### src/tone_pkg.sv
package tone_pkg;

	// ========================================
	// shared widths
	// ========================================

	// phase index, also the sine table address
	typedef logic [7:0] phase_t;

	// unsigned sine sample, midpoint at 128
	typedef logic [7:0] sample_t;

	// clock cycles between two phase steps
	typedef logic [15:0] div_t;

	// pitch pattern of the sequencer, encoding doubles as pattern_step
	typedef enum logic [1:0] {
		pitch_a = 2'd0,
		pitch_b = 2'd1,
		pitch_c = 2'd2
	} seq_state_t;

	// ========================================
	// sine rule
	// ========================================

	// parabolic half wave, positive lobe for 0..127, negative for 128..255
	function automatic sample_t sine_value(input phase_t idx);
		int h;
		int p;
		h = int'(idx[6:0]);
		p = (h * (128 - h)) / 32;
		// peak of the parabola would reach 128
		if (p > 127)
			p = 127;
		if (idx[7] == 1'b0)
			return sample_t'(128 + p);
		else
			return sample_t'(128 - p);
	endfunction

endpackage

### src/sine_table.sv
`timescale 1ns/1ps

module sine_table
	import tone_pkg::*;
(
	input  logic    CLOCK_25,
	input  logic    rd_en,
	input  phase_t  rd_addr,
	output sample_t rd_data
);

	localparam int DEPTH = 256;

	// ========================================
	// rom contents
	// ========================================

	// one entry per phase index
	sample_t rom [DEPTH];

	// every entry is a constant from the package rule
	genvar i;
	generate
		for (i = 0; i < DEPTH; i++) begin : g_entry
			localparam sample_t ENTRY = sine_value(phase_t'(i));
			assign rom[i] = ENTRY;
		end
	endgenerate

	// ========================================
	// registered read
	// ========================================

	// data shows up the cycle after rd_en
	always_ff @(posedge CLOCK_25) begin
		if (rd_en) begin
			rd_data <= rom[rd_addr];
		end
	end

	// old value stays on the port while idle
	// so a late reader still sees the last sample

endmodule

### src/table_arbiter.sv
`timescale 1ns/1ps

module table_arbiter
	import tone_pkg::*;
(
	input  logic    CLOCK_25,
	input  logic    reset,
	// voice 0 request side
	input  logic    req_valid_0,
	input  phase_t  req_phase_0,
	output logic    req_ready_0,
	output logic    resp_valid_0,
	// voice 1 request side
	input  logic    req_valid_1,
	input  phase_t  req_phase_1,
	output logic    req_ready_1,
	output logic    resp_valid_1,
	// read data goes to both, strobe picks the owner
	output sample_t resp_data,
	// table port
	output logic    rd_en,
	output phase_t  rd_addr,
	input  sample_t rd_data
);

	// voice that won the last grant
	logic last_grant;

	// grant of this cycle
	logic grant_0;
	logic grant_1;

	// ========================================
	// round robin pick
	// ========================================

	// a lone requester always wins
	// on a tie the voice not granted last goes first
	assign grant_0 = req_valid_0 && (!req_valid_1 || last_grant);
	assign grant_1 = req_valid_1 && (!req_valid_0 || !last_grant);

	assign req_ready_0 = grant_0;
	assign req_ready_1 = grant_1;

	// forward the winning phase to the rom
	assign rd_en   = grant_0 || grant_1;
	assign rd_addr = grant_1 ? req_phase_1 : req_phase_0;

	// ========================================
	// priority and response routing
	// ========================================

	always_ff @(posedge CLOCK_25) begin
		if (reset) begin
			// last_grant high so voice 0 leads after reset
			last_grant   <= 1'b1;
			resp_valid_0 <= 1'b0;
			resp_valid_1 <= 1'b0;
		end else begin
			// rom answers next cycle, strobe the owner then
			resp_valid_0 <= grant_0;
			resp_valid_1 <= grant_1;
			if (grant_0)
				last_grant <= 1'b0;
			else if (grant_1)
				last_grant <= 1'b1;
		end
	end

	// rom output lines up with the strobe
	assign resp_data = rd_data;

endmodule

### src/tone_sequencer.sv
`timescale 1ns/1ps

module tone_sequencer
	import tone_pkg::*;
#(
	parameter int   STEP_CYCLES = 2000,
	parameter div_t DIV_A       = 16'd9,
	parameter div_t DIV_B       = 16'd5,
	parameter div_t DIV_C       = 16'd7
) (
	input  logic       CLOCK_25,
	input  logic       reset,
	output div_t       div_0,
	output div_t       div_1,
	output logic [1:0] pattern_step,
	output logic       led
);

	seq_state_t state;
	seq_state_t state_next;

	// cycles elapsed in the current step
	logic [31:0] step_count;

	// ========================================
	// step timer and pattern
	// ========================================

	always_ff @(posedge CLOCK_25) begin
		if (reset) begin
			step_count <= '0;
			state      <= pitch_a;
			led        <= 1'b0;
		end else if (step_count == 32'(STEP_CYCLES - 1)) begin
			// end of step, next pitch and flip the led
			step_count <= '0;
			state      <= state_next;
			led        <= ~led;
		end else begin
			step_count <= step_count + 32'd1;
		end
	end

	// a, b, c then back to a
	always_comb begin
		case (state)
			pitch_a: state_next = pitch_b;
			pitch_b: state_next = pitch_c;
			default: state_next = pitch_a;
		endcase
	end

	assign pattern_step = state;

	// ========================================
	// divider per voice
	// ========================================

	// voice 0 plays the current pitch, voice 1 the one ahead
	always_comb begin
		case (state)
			pitch_a: div_0 = DIV_A;
			pitch_b: div_0 = DIV_B;
			default: div_0 = DIV_C;
		endcase
		case (state_next)
			pitch_a: div_1 = DIV_A;
			pitch_b: div_1 = DIV_B;
			default: div_1 = DIV_C;
		endcase
	end

endmodule

### src/tone_top.sv
`timescale 1ns/1ps

module tone_top
	import tone_pkg::*;
#(
	parameter int   STEP_CYCLES = 2000,
	parameter div_t DIV_A       = 16'd9,
	parameter div_t DIV_B       = 16'd5,
	parameter div_t DIV_C       = 16'd7
) (
	input  logic       CLOCK_25,
	input  logic       reset,
	// one enable bit per voice
	input  logic [1:0] enable,
	output sample_t    sample_0,
	output sample_t    sample_1,
	output logic       sample_valid_0,
	output logic       sample_valid_1,
	output logic [1:0] pattern_step,
	output logic       led
);

	// dividers from the sequencer
	div_t div_0;
	div_t div_1;

	// voice to arbiter
	logic   req_valid_0;
	logic   req_valid_1;
	logic   req_ready_0;
	logic   req_ready_1;
	phase_t req_phase_0;
	phase_t req_phase_1;

	// arbiter back to voices
	logic    resp_valid_0;
	logic    resp_valid_1;
	sample_t resp_data;

	// arbiter to rom
	logic    rd_en;
	phase_t  rd_addr;
	sample_t rd_data;

	// ========================================
	// pitch pattern
	// ========================================

	tone_sequencer #(
		.STEP_CYCLES (STEP_CYCLES),
		.DIV_A       (DIV_A),
		.DIV_B       (DIV_B),
		.DIV_C       (DIV_C)
	) u_seq (
		.CLOCK_25     (CLOCK_25),
		.reset        (reset),
		.div_0        (div_0),
		.div_1        (div_1),
		.pattern_step (pattern_step),
		.led          (led)
	);

	// ========================================
	// voices
	// ========================================

	tone_voice u_voice_0 (
		.CLOCK_25     (CLOCK_25),
		.reset        (reset),
		.enable       (enable[0]),
		.div          (div_0),
		.req_valid    (req_valid_0),
		.req_ready    (req_ready_0),
		.req_phase    (req_phase_0),
		.resp_valid   (resp_valid_0),
		.resp_data    (resp_data),
		.sample       (sample_0),
		.sample_valid (sample_valid_0)
	);

	tone_voice u_voice_1 (
		.CLOCK_25     (CLOCK_25),
		.reset        (reset),
		.enable       (enable[1]),
		.div          (div_1),
		.req_valid    (req_valid_1),
		.req_ready    (req_ready_1),
		.req_phase    (req_phase_1),
		.resp_valid   (resp_valid_1),
		.resp_data    (resp_data),
		.sample       (sample_1),
		.sample_valid (sample_valid_1)
	);

	// ========================================
	// shared sine table
	// ========================================

	table_arbiter u_arb (
		.CLOCK_25     (CLOCK_25),
		.reset        (reset),
		.req_valid_0  (req_valid_0),
		.req_phase_0  (req_phase_0),
		.req_ready_0  (req_ready_0),
		.resp_valid_0 (resp_valid_0),
		.req_valid_1  (req_valid_1),
		.req_phase_1  (req_phase_1),
		.req_ready_1  (req_ready_1),
		.resp_valid_1 (resp_valid_1),
		.resp_data    (resp_data),
		.rd_en        (rd_en),
		.rd_addr      (rd_addr),
		.rd_data      (rd_data)
	);

	sine_table u_table (
		.CLOCK_25 (CLOCK_25),
		.rd_en    (rd_en),
		.rd_addr  (rd_addr),
		.rd_data  (rd_data)
	);

endmodule

### src/tone_voice.sv
`timescale 1ns/1ps

module tone_voice
	import tone_pkg::*;
(
	input  logic    CLOCK_25,
	input  logic    reset,
	input  logic    enable,
	// cycles per phase step
	input  div_t    div,
	// table request
	output logic    req_valid,
	input  logic    req_ready,
	output phase_t  req_phase,
	// table response
	input  logic    resp_valid,
	input  sample_t resp_data,
	// sample out
	output sample_t sample,
	output logic    sample_valid
);

	typedef enum logic [1:0] {
		counting,
		requesting,
		awaiting
	} voice_state_t;

	voice_state_t state;

	// divider, frozen while a request is open
	div_t count;

	// current table index
	phase_t phase;

	// last returned sample
	sample_t sample_q;

	// ========================================
	// request side
	// ========================================

	// valid and phase held steady until accepted
	assign req_valid = (state == requesting);
	assign req_phase = phase;

	// ========================================
	// divider and request fsm
	// ========================================

	always_ff @(posedge CLOCK_25) begin
		if (reset) begin
			state    <= counting;
			count    <= '0;
			phase    <= '0;
			sample_q <= '0;
		end else begin
			case (state)
				counting: begin
					// disabled voice keeps its count and phase
					if (enable) begin
						// counter lands on zero as req_valid rises
						if (count <= div_t'(1)) begin
							count <= '0;
							state <= requesting;
						end else begin
							count <= count - div_t'(1);
						end
					end
				end
				requesting: begin
					if (req_valid && req_ready)
						state <= awaiting;
				end
				awaiting: begin
					// sample landed, step phase and restart divider
					if (resp_valid) begin
						state    <= counting;
						count    <= div - div_t'(1);
						phase    <= phase + phase_t'(1);
						sample_q <= resp_data;
					end
				end
				default: state <= counting;
			endcase
		end
	end

	// ========================================
	// sample out
	// ========================================

	// strobe on the response cycle itself
	assign sample_valid = (state == awaiting) && resp_valid;

	// fresh data passes straight through on the strobe
	assign sample = sample_valid ? resp_data : sample_q;

endmodule

### config.mk
export PLATFORM = sky130hd
export DESIGN_NAME = tone_top
export DESIGN_NICKNAME = d
export VERILOG_FILES = /design/src/tone_pkg.sv /design/src/sine_table.sv /design/src/table_arbiter.sv /design/src/tone_sequencer.sv /design/src/tone_top.sv /design/src/tone_voice.sv
export SDC_FILE = /design/constraint.sdc
export NUM_CORES = 1
export LEC_CHECK = 0
export BUFFER_PORTS_ARGS = -buffer_cell sky130_fd_sc_hd__buf_2
export CORE_UTILIZATION = 45
export CTS_CLUSTER_DIAMETER = 200
export CTS_CLUSTER_SIZE = 14
export DETAILED_ROUTE_END_ITERATION = 6
export SLEW_MARGIN = 15
export SYNTH_ARGS = -nofsm -noshare
export SYNTH_HDL_FRONTEND = slang
export SYNTH_HIERARCHICAL = 1
export SYNTH_SLANG_ARGS = --single-unit
### constraint.sdc
create_clock -name CLOCK_25 -period 3.5 [get_ports CLOCK_25]
set_clock_uncertainty 0.05 [all_clocks]
set_input_delay 0.7 -clock CLOCK_25 [delete_from_list [all_inputs] [get_ports CLOCK_25]]
set_output_delay 0.7 -clock CLOCK_25 [all_outputs]
set_load 0.005 [all_outputs]
# After elaboration in Yosys (flattened, before gate mapping)
# Memories as Yosys holds them, arrays and structs flattened. A register that Yosys moved wholly into a read port is not among the register bits.
# Index checks and enable logic that the tools add are counted.
# W data, S select, Z words.
[op_classes] add_sub_neg=7 n_lt_le_gt_ge=2 eq_ne=15 n_mux=26 n_bitwise=2 n_reduce_logical=26
[op_table] operator="$mux W16" count=6
[op_table] operator="$pmux W16 S2" count=2
[op_table] operator="$add A32 B1 Y32 const B" count=1
[op_table] operator="$eq A32 B11 Y1 const B" count=1
[op_table] operator="$le A16 B1 Y1 const B" count=2
[op_table] operator="$sub A16 B1 Y16 const B" count=2
[op_table] operator="$mux W8" count=3
[op_table] operator="$add A8 B1 Y8 const B" count=2
[op_table] operator="$mux W2" count=8
[op_table] operator="$pmux W4 S2" count=2
[op_table] operator="$pmux W2 S3" count=2
[op_table] operator="$sub A4 B1 Y5 const B" count=2
[op_table] operator="$not A8 Y9" count=1
[op_table] operator="$eq A2 B1 Y1 const B" count=4
[op_table] operator="$logic_not A2 Y1" count=4
[op_table] operator="$ne A2 B1 Y1 const B" count=4
[op_table] operator="$ne A2 B2 Y1 const B" count=4
[op_table] operator="$reduce_and A4 Y1" count=2
[op_table] operator="$logic_and A1 B1 Y1" count=6
[op_table] operator="$reduce_and A3 Y1" count=2
[op_table] operator="$reduce_bool A2 Y1" count=3
[op_table] operator="$eq A2 B2 Y1 const B" count=2
[op_table] operator="$pmux W2 S2" count=1
[op_table] operator="$reduce_and A2 Y1" count=2
[op_table] operator="other kinds (5)" count=10
[totals] register_bits=106 rom_bits=2048 inputBits=4 mem_count=1
[mem_list] name="(no name shown)" words=256 word_bits=8 read_ports=1 rd_ports_with_merged_regs=1 wr=0 line="sine_table.sv:37" source="rd_data <= rom[rd_addr];"

# Longest topological paths before layout
[depth] word_depth=7 ltp_mapped=14 ltp_nobuf=10

# By module
# The synthesis kept the hierarchy.
[by_module_without_submodules] module="tone_voice at u_voice_1" n_inst=1 cells_per_inst=275 area_each_um2=2207.1 seq_area_each_um2=680.7
[by_module_without_submodules] module="tone_voice at u_voice_0" n_inst=1 cells_per_inst=278 area_each_um2=2173.3 seq_area_each_um2=680.7
[by_module_without_submodules] module="tone_sequencer" n_inst=1 cells_per_inst=222 area_each_um2=1921.8 seq_area_each_um2=700.7
[by_module_without_submodules] module="sine_table" n_inst=1 cells_per_inst=277 area_each_um2=1879.3 seq_area_each_um2=240.2
[by_module_without_submodules] module="table_arbiter" n_inst=1 cells_per_inst=28 area_each_um2=302.8 seq_area_each_um2=60.1

# Worst setup path before layout
# No wires, ideal clock.
[synth_path] kind="register to register" from="register u_voice_1.state[0]" to="register u_table.rd_data[1] (data pin)" setup_ns=0.255 arrival_ns=2.927 required_time_ns=3.195 slack_ns=0.267 path_stages_with_launch=14 path_buffers=3 synth_period_minus_slack_ns=3.233 path_cell_list="dfxtp_1 -> nor2b_1 -> a21boi_2 -> buf_6 -> mux2_4 -> clkbuf_1 -> inv_1 -> ha_1 -> buf_2 -> or4b_1 -> o211ai_1 -> a21oi_1 -> o311a_1 -> a31o_1"
[synth_via] elab_cells_between_ends=8 cone_classes="1 x eq/ne; 1 x mux; 1 x bitwise; 5 x reduce/logical"
[synth_lines] element="start, declared" line="tone_voice.sv:29" source="voice_state_t state;"
[synth_lines] element="start signal, assigned" line="tone_voice.sv:54" source="state <= counting;"
[synth_lines] element="start signal, assigned" line="tone_voice.sv:66" source="state <= requesting;"
[synth_lines] element="start signal, assigned" line="tone_voice.sv:74" source="state <= awaiting;"
[synth_lines] element="$eq A2 B1 Y1" line="tone_voice.sv:45" source="assign req_valid = (state == requesting);"
[synth_lines] element="net req_valid_1" line="tone_top.sv:29" source="logic req_valid_1;"
[synth_lines] element="$logic_and A1 B1 Y1" line="table_arbiter.sv:40" source="assign grant_1 = req_valid_1 && (!req_valid_0 || !last_grant);"
[synth_lines] element="net req_ready_1" line="tone_top.sv:31" source="logic req_ready_1;"
[synth_lines] element="$mux W8" line="table_arbiter.sv:47" source="assign rd_addr = grant_1 ? req_phase_1 : req_phase_0;"
[synth_lines] element="net rd_addr[0]" line="tone_top.sv:42" source="phase_t rd_addr;"
[synth_lines] element="$not A8 Y9 (not written as such)" line="sine_table.sv:37"
[synth_lines] element="end, declared" line="sine_table.sv:9" source="output sample_t rd_data"
# The timed path passes the listed nets, and every way through them passes these cells.
# A chain may end at the register's enable or synchronous reset.

# Worst setup path after layout
[layout_path] from="register u_voice_0.state[1]" to="register u_table.rd_data[1] (data pin)"
[layout_via] elab_chain_len=6 elab_cells_between_ends=8 cone_classes="1 x eq/ne; 1 x mux; 1 x bitwise; 5 x reduce/logical"
[layout_lines] element="start, declared" line="tone_voice.sv:29"
[layout_lines] element="start signal, assigned" line="tone_voice.sv:54"
[layout_lines] element="start signal, assigned" line="tone_voice.sv:66"
[layout_lines] element="start signal, assigned" line="tone_voice.sv:74"
[layout_lines] element="$eq A2 B1 Y1" line="tone_voice.sv:45"
[layout_lines] element="net req_valid_0" line="tone_top.sv:28" source="logic req_valid_0;"
[layout_lines] element="$logic_not A1 Y1" line="table_arbiter.sv:40"
[layout_lines] element="$logic_or A1 B1 Y1" line="table_arbiter.sv:40"
[layout_lines] element="$logic_and A1 B1 Y1" line="table_arbiter.sv:40"
[layout_lines] element="net req_ready_1" line="tone_top.sv:31"
[layout_lines] element="$mux W8" line="table_arbiter.sv:47"
[layout_lines] element="net rd_addr[1]" line="tone_top.sv:42"
[layout_lines] element="$not A8 Y9 (not written as such)" line="sine_table.sv:37"
# The timed path passes the listed nets, and every way through them passes these cells.

==> metrics.csv <==
stage,metric,value,unit
outcome,status,"finished, final reports clean",
floorplanning,# rows,49,
cts,Post-CTS Setup Bufs,0,
detailed_routing,DRT Pass-1 Iters,6,
yosys,Post-synth EDFFs,8,
yosys,ys flop type,dfxtp_1,
cts,Worst-path clk slew,0.05,ns
critical_path,R2R depth,9,
yosys,Synth area leaders,"dfxtp_1 25%, nand2_1 5.0%, nor2_1 4.4%",
yosys,Cells after Synth,1080,
floorplanning,die area,19410,µm²
floorplanning,Initial Utilization,46.60,%
detailed_routing,Routed wire per std cell,16.73,µm
yosys,Syn Area/Cell,7.856,µm²
hold_path,Hold Crit Class,reg -> reg,
cts,clk sinks,114,
detailed_routing,initial detailed-routing violation count,691,
floorplanning,DIE WIDTH,139.3,µm
cts,H-tree levels,4,
floorplanning,I/O pin total,25,
yosys,xor/xnor cell area share of the yosys netlist,5.987,%
sta,pins over their slew limit,0,
hold_path,Hold Crit Start,u_voice_0/sample_q[1]$_SDFFE_PP0P_,
global_route,Overflow after GRT,0,
critical_path,startpoint types,register,
hold_path,worst hold stages,2,
placement,IO buf count,24,
finish,fin nets,1081,
yosys,sequential fraction of the synthesis area,27.84,%
sta,Worst-Margin Slew,1.024,ns
global_route,first-pass GRT wire length,36110,µm
finish,P&R area growth vs syn,7.020,%
critical_path,r2r startpoint,u_voice_0/state[1]$_SDFFE_PP0P_,
pwr,VDD IR max,0.3462,mV
yosys,Synth Warn #,6,
pwr,power density cells,635.2,nW/µm²
sta,Max Clk Rate,0.3067,GHz
yosys,largest family of logic cells by synthesized area,simple AND/OR/NAND/NOR gates,
job,max cap viols,0,
critical_path,R2R Setup Slk,0.24,ns
detailed_routing,routed via count,7630,
pwr,Leakage,3.567,nW
sta,min Tclk post-route,3.260,ns
critical_path,kind of critical path,reg -> reg,
detailed_routing,# DRC,0,
sta,crit share post-route,93.15,%
critical_path,crit path max fanout,14,
floorplanning,Core ar.,18210,µm²
critical_path,r2r endpoint,u_table/rd_data[1]$_DFFE_PP_,
placement,hpwl dp,14920,µm
critical_path,Setup crit end kind,register,
detailed_routing,Met1 Routed Length,10290,µm
hold_path,Min-Delay Endpoint,u_voice_0/sample_q[1]$_SDFFE_PP0P_,
cts,Max clock buf depth,2,
critical_path,Worst EP required,3.62,ns
sta,count of final hold-check violations,0,
detailed_routing,DR vias/cell,5.865,
sta,Max-slew headroom,31.76,%
finish,most frequent cells in the layout,"112 x nand2_1, 106 x dfxtp_1, 100 x nor2_1",
cts,clk_lat worst skew,0.42,ns
sta,TNS Setup,0,ns
yosys,post-synthesis mux area share,3.893,%
detailed_routing,routed wire length,21760,µm
finish,fillers,1796,
critical_path,CP Data Arrival Time,3.38,ns
yosys,Post-Synth Simple-Gate Area,30.03,%
sta,RSZ-0062 raised after global routing,false,
yosys,Synth Area in Adders,2.507,%
sta,hold slack,0.4128,ns
yosys,top-area cell type share of the netlist area,25.01,%
finish,"commonest non-fill, non-tap cell in the layout",nand2_1,
finish,antenna cells,0,
yosys,Cell variety after synth,98,
global_route,antenna violations before repair,0,
detailed_routing,WL met3,1089,µm
placement,routability cong.,0.8966,
cts,cts bufs inserted,17,
detailed_routing,Final ANT Viol Nets,0,
floorplanning,die height,139.3,µm
yosys,cell taking the most area after synthesis,dfxtp_1,
cts,Post-CTS Resized,0,
yosys,Compound-Gate Fraction of Synth Area,19.75,%
global_route,vias in the first global route,7133,
yosys,Syn Std Cell Area,8484,µm²
detailed_routing,met2 wire length,9967,µm
yosys,"Async S/R FF share, synth",0,%
finish,layout cells sized above 1,12.78,%
global_route,largest net degree at the start of global routing,35,
sta,final setup fails,0,
global_route,GRT Util Overall,23.01,%
cts,CTS Hold Bufs,0,
cts,CTS tree,done,
cts,Root Driver,clkbuf_16,
yosys,synthesized flop and latch total,114,
detailed_routing,top sig layer,met4,
[area by class of cell]
type                       instances  area [µm²]  area share (%)
sequential                       114        2362           26.02
clock buffer                      20       446.7           4.919
inverter                          39       146.4           1.612
multi-input combinational        841        5371           59.16
clock inverter                    11       161.4           1.778
timing repair buffer              47       305.3           3.362
tap                              229       286.5           3.156
[where the power goes]
group	total, mW	internal (mW)	switching, mW	leakage [nW]
Sequential	1.73	1.52	0.210	0.931
Clock	1.81	1.20	0.615	0.299
Combinational	2.22	0.882	1.34	2.34
[critical path, stage by stage (launching register included)]
cell	delay (ns)
dfxtp_1	0.50
nor2b_1	0.16
a21boi_2	0.27
mux2_4	0.42
inv_1	0.14
ha_1	0.31
inv_1	0.11
mux4_2	0.48
a221o_1	0.36
a31o_1	0.22
[metal layers]
layer,track usage [%],vias up
met5,0,-
met4,8.187,0
met3,4.267,37
met2,37.32,220
met1,30.47,3574
li1,-,3799
[cells in the mapped netlist, types with 5 or more instances]
master	count
a221oi_1	7
o21ai_0	49
inv_1	37
nor3b_1	6
edfxtp_1	8
a22oi_1	6
nand2b_1	17
nand4_1	14
a31oi_1	17
and3_1	13
buf_4	38
a21oi_1	67
and2_1	5
a21boi_0	5
o31ai_1	7
xor2_1	33
nor3_1	27
a32oi_1	5
buf_1	9
a211oi_1	11
nor2_1	100
o32ai_1	8
ha_1	17
nor4_1	20
xnor2_1	25
o21ai_1	5
o211ai_1	20
nand2_1	112
or3_1	14
mux2_4	8
nand3_1	43
nor2b_1	29
or4_1	7
buf_2	19
dfxtp_1	106
or2_2	7
mux2i_1	12
buf_6	14
clkbuf_1	27
[logic make-up after synthesis]
| family | after synthesis |
|---|---|
| compound gates | 252 |
| xor+xnor | 58 |
| fa+ha+maj | 17 |
| buf+inv | 149 |
| flops | 114 |
| mux | 25 |
| other cells | 2 |
| simple gates | 463 |
[worst max path at each step]
| stage | startpoint | endpoint | slack [ns] | cells after the start |
|---|---|---|---|---|
| final | u_voice_0/state[1]$_SDFFE_PP0P_ | u_table/rd_data[1]$_DFFE_PP_ | 0.24 | 9 |
| after global placement | u_voice_0/state[1]$_SDFFE_PP0P_ | u_table/rd_data[1]$_DFFE_PP_ | 0.38 | 9 |
| after CTS | u_voice_0/state[1]$_SDFFE_PP0P_ | u_table/rd_data[1]$_DFFE_PP_ | 0.28 | 9 |
| after global routing | u_voice_0/state[1]$_SDFFE_PP0P_ | u_table/rd_data[1]$_DFFE_PP_ | 0.06 | 9 |
| after floorplan | u_voice_1/state[0]$_SDFFE_PP0P_ | u_table/rd_data[1]$_DFFE_PP_ | 0.27 | 13 |
| after detailed placement | u_voice_0/state[1]$_SDFFE_PP0P_ | u_table/rd_data[1]$_DFFE_PP_ | 0.30 | 9 |
[registers in the layout, summed over array words and instances (netlist names)]
register             count
u_seq/step_count        32
u_voice_1/state          2
u_table/rd_data          8
u_voice_0/state          2
u_arb/resp_valid_0       1
u_seq/led                1
u_voice_0/req_phase      8
u_voice_1/sample_q       8
u_voice_0/count         16
u_voice_1/req_phase      8
u_voice_0/sample_q       8
u_voice_1/count         16
u_arb/resp_valid_1       1
u_arb/last_grant         1
u_seq/pattern_step       2
[stage by stage]
stage	total power, mW	util (%)	std cells	setup slack, ns	cell area, µm²
6_report	5.767	49.87	1301	0.2399	9080
5_1_grt	6.133	49.87	1301	0.06298	9080
4_1_cts	5.777	49.87	1301	0.2779	9080
3_5_place_dp	3.925	46.53	1270	0.2992	8472
3_3_place_gp	3.929	46.53	1270	0.3814	8472
2_1_floorplan	3.680	-	1104	0.2674	8574
Power figures use the tool's default switching activity.
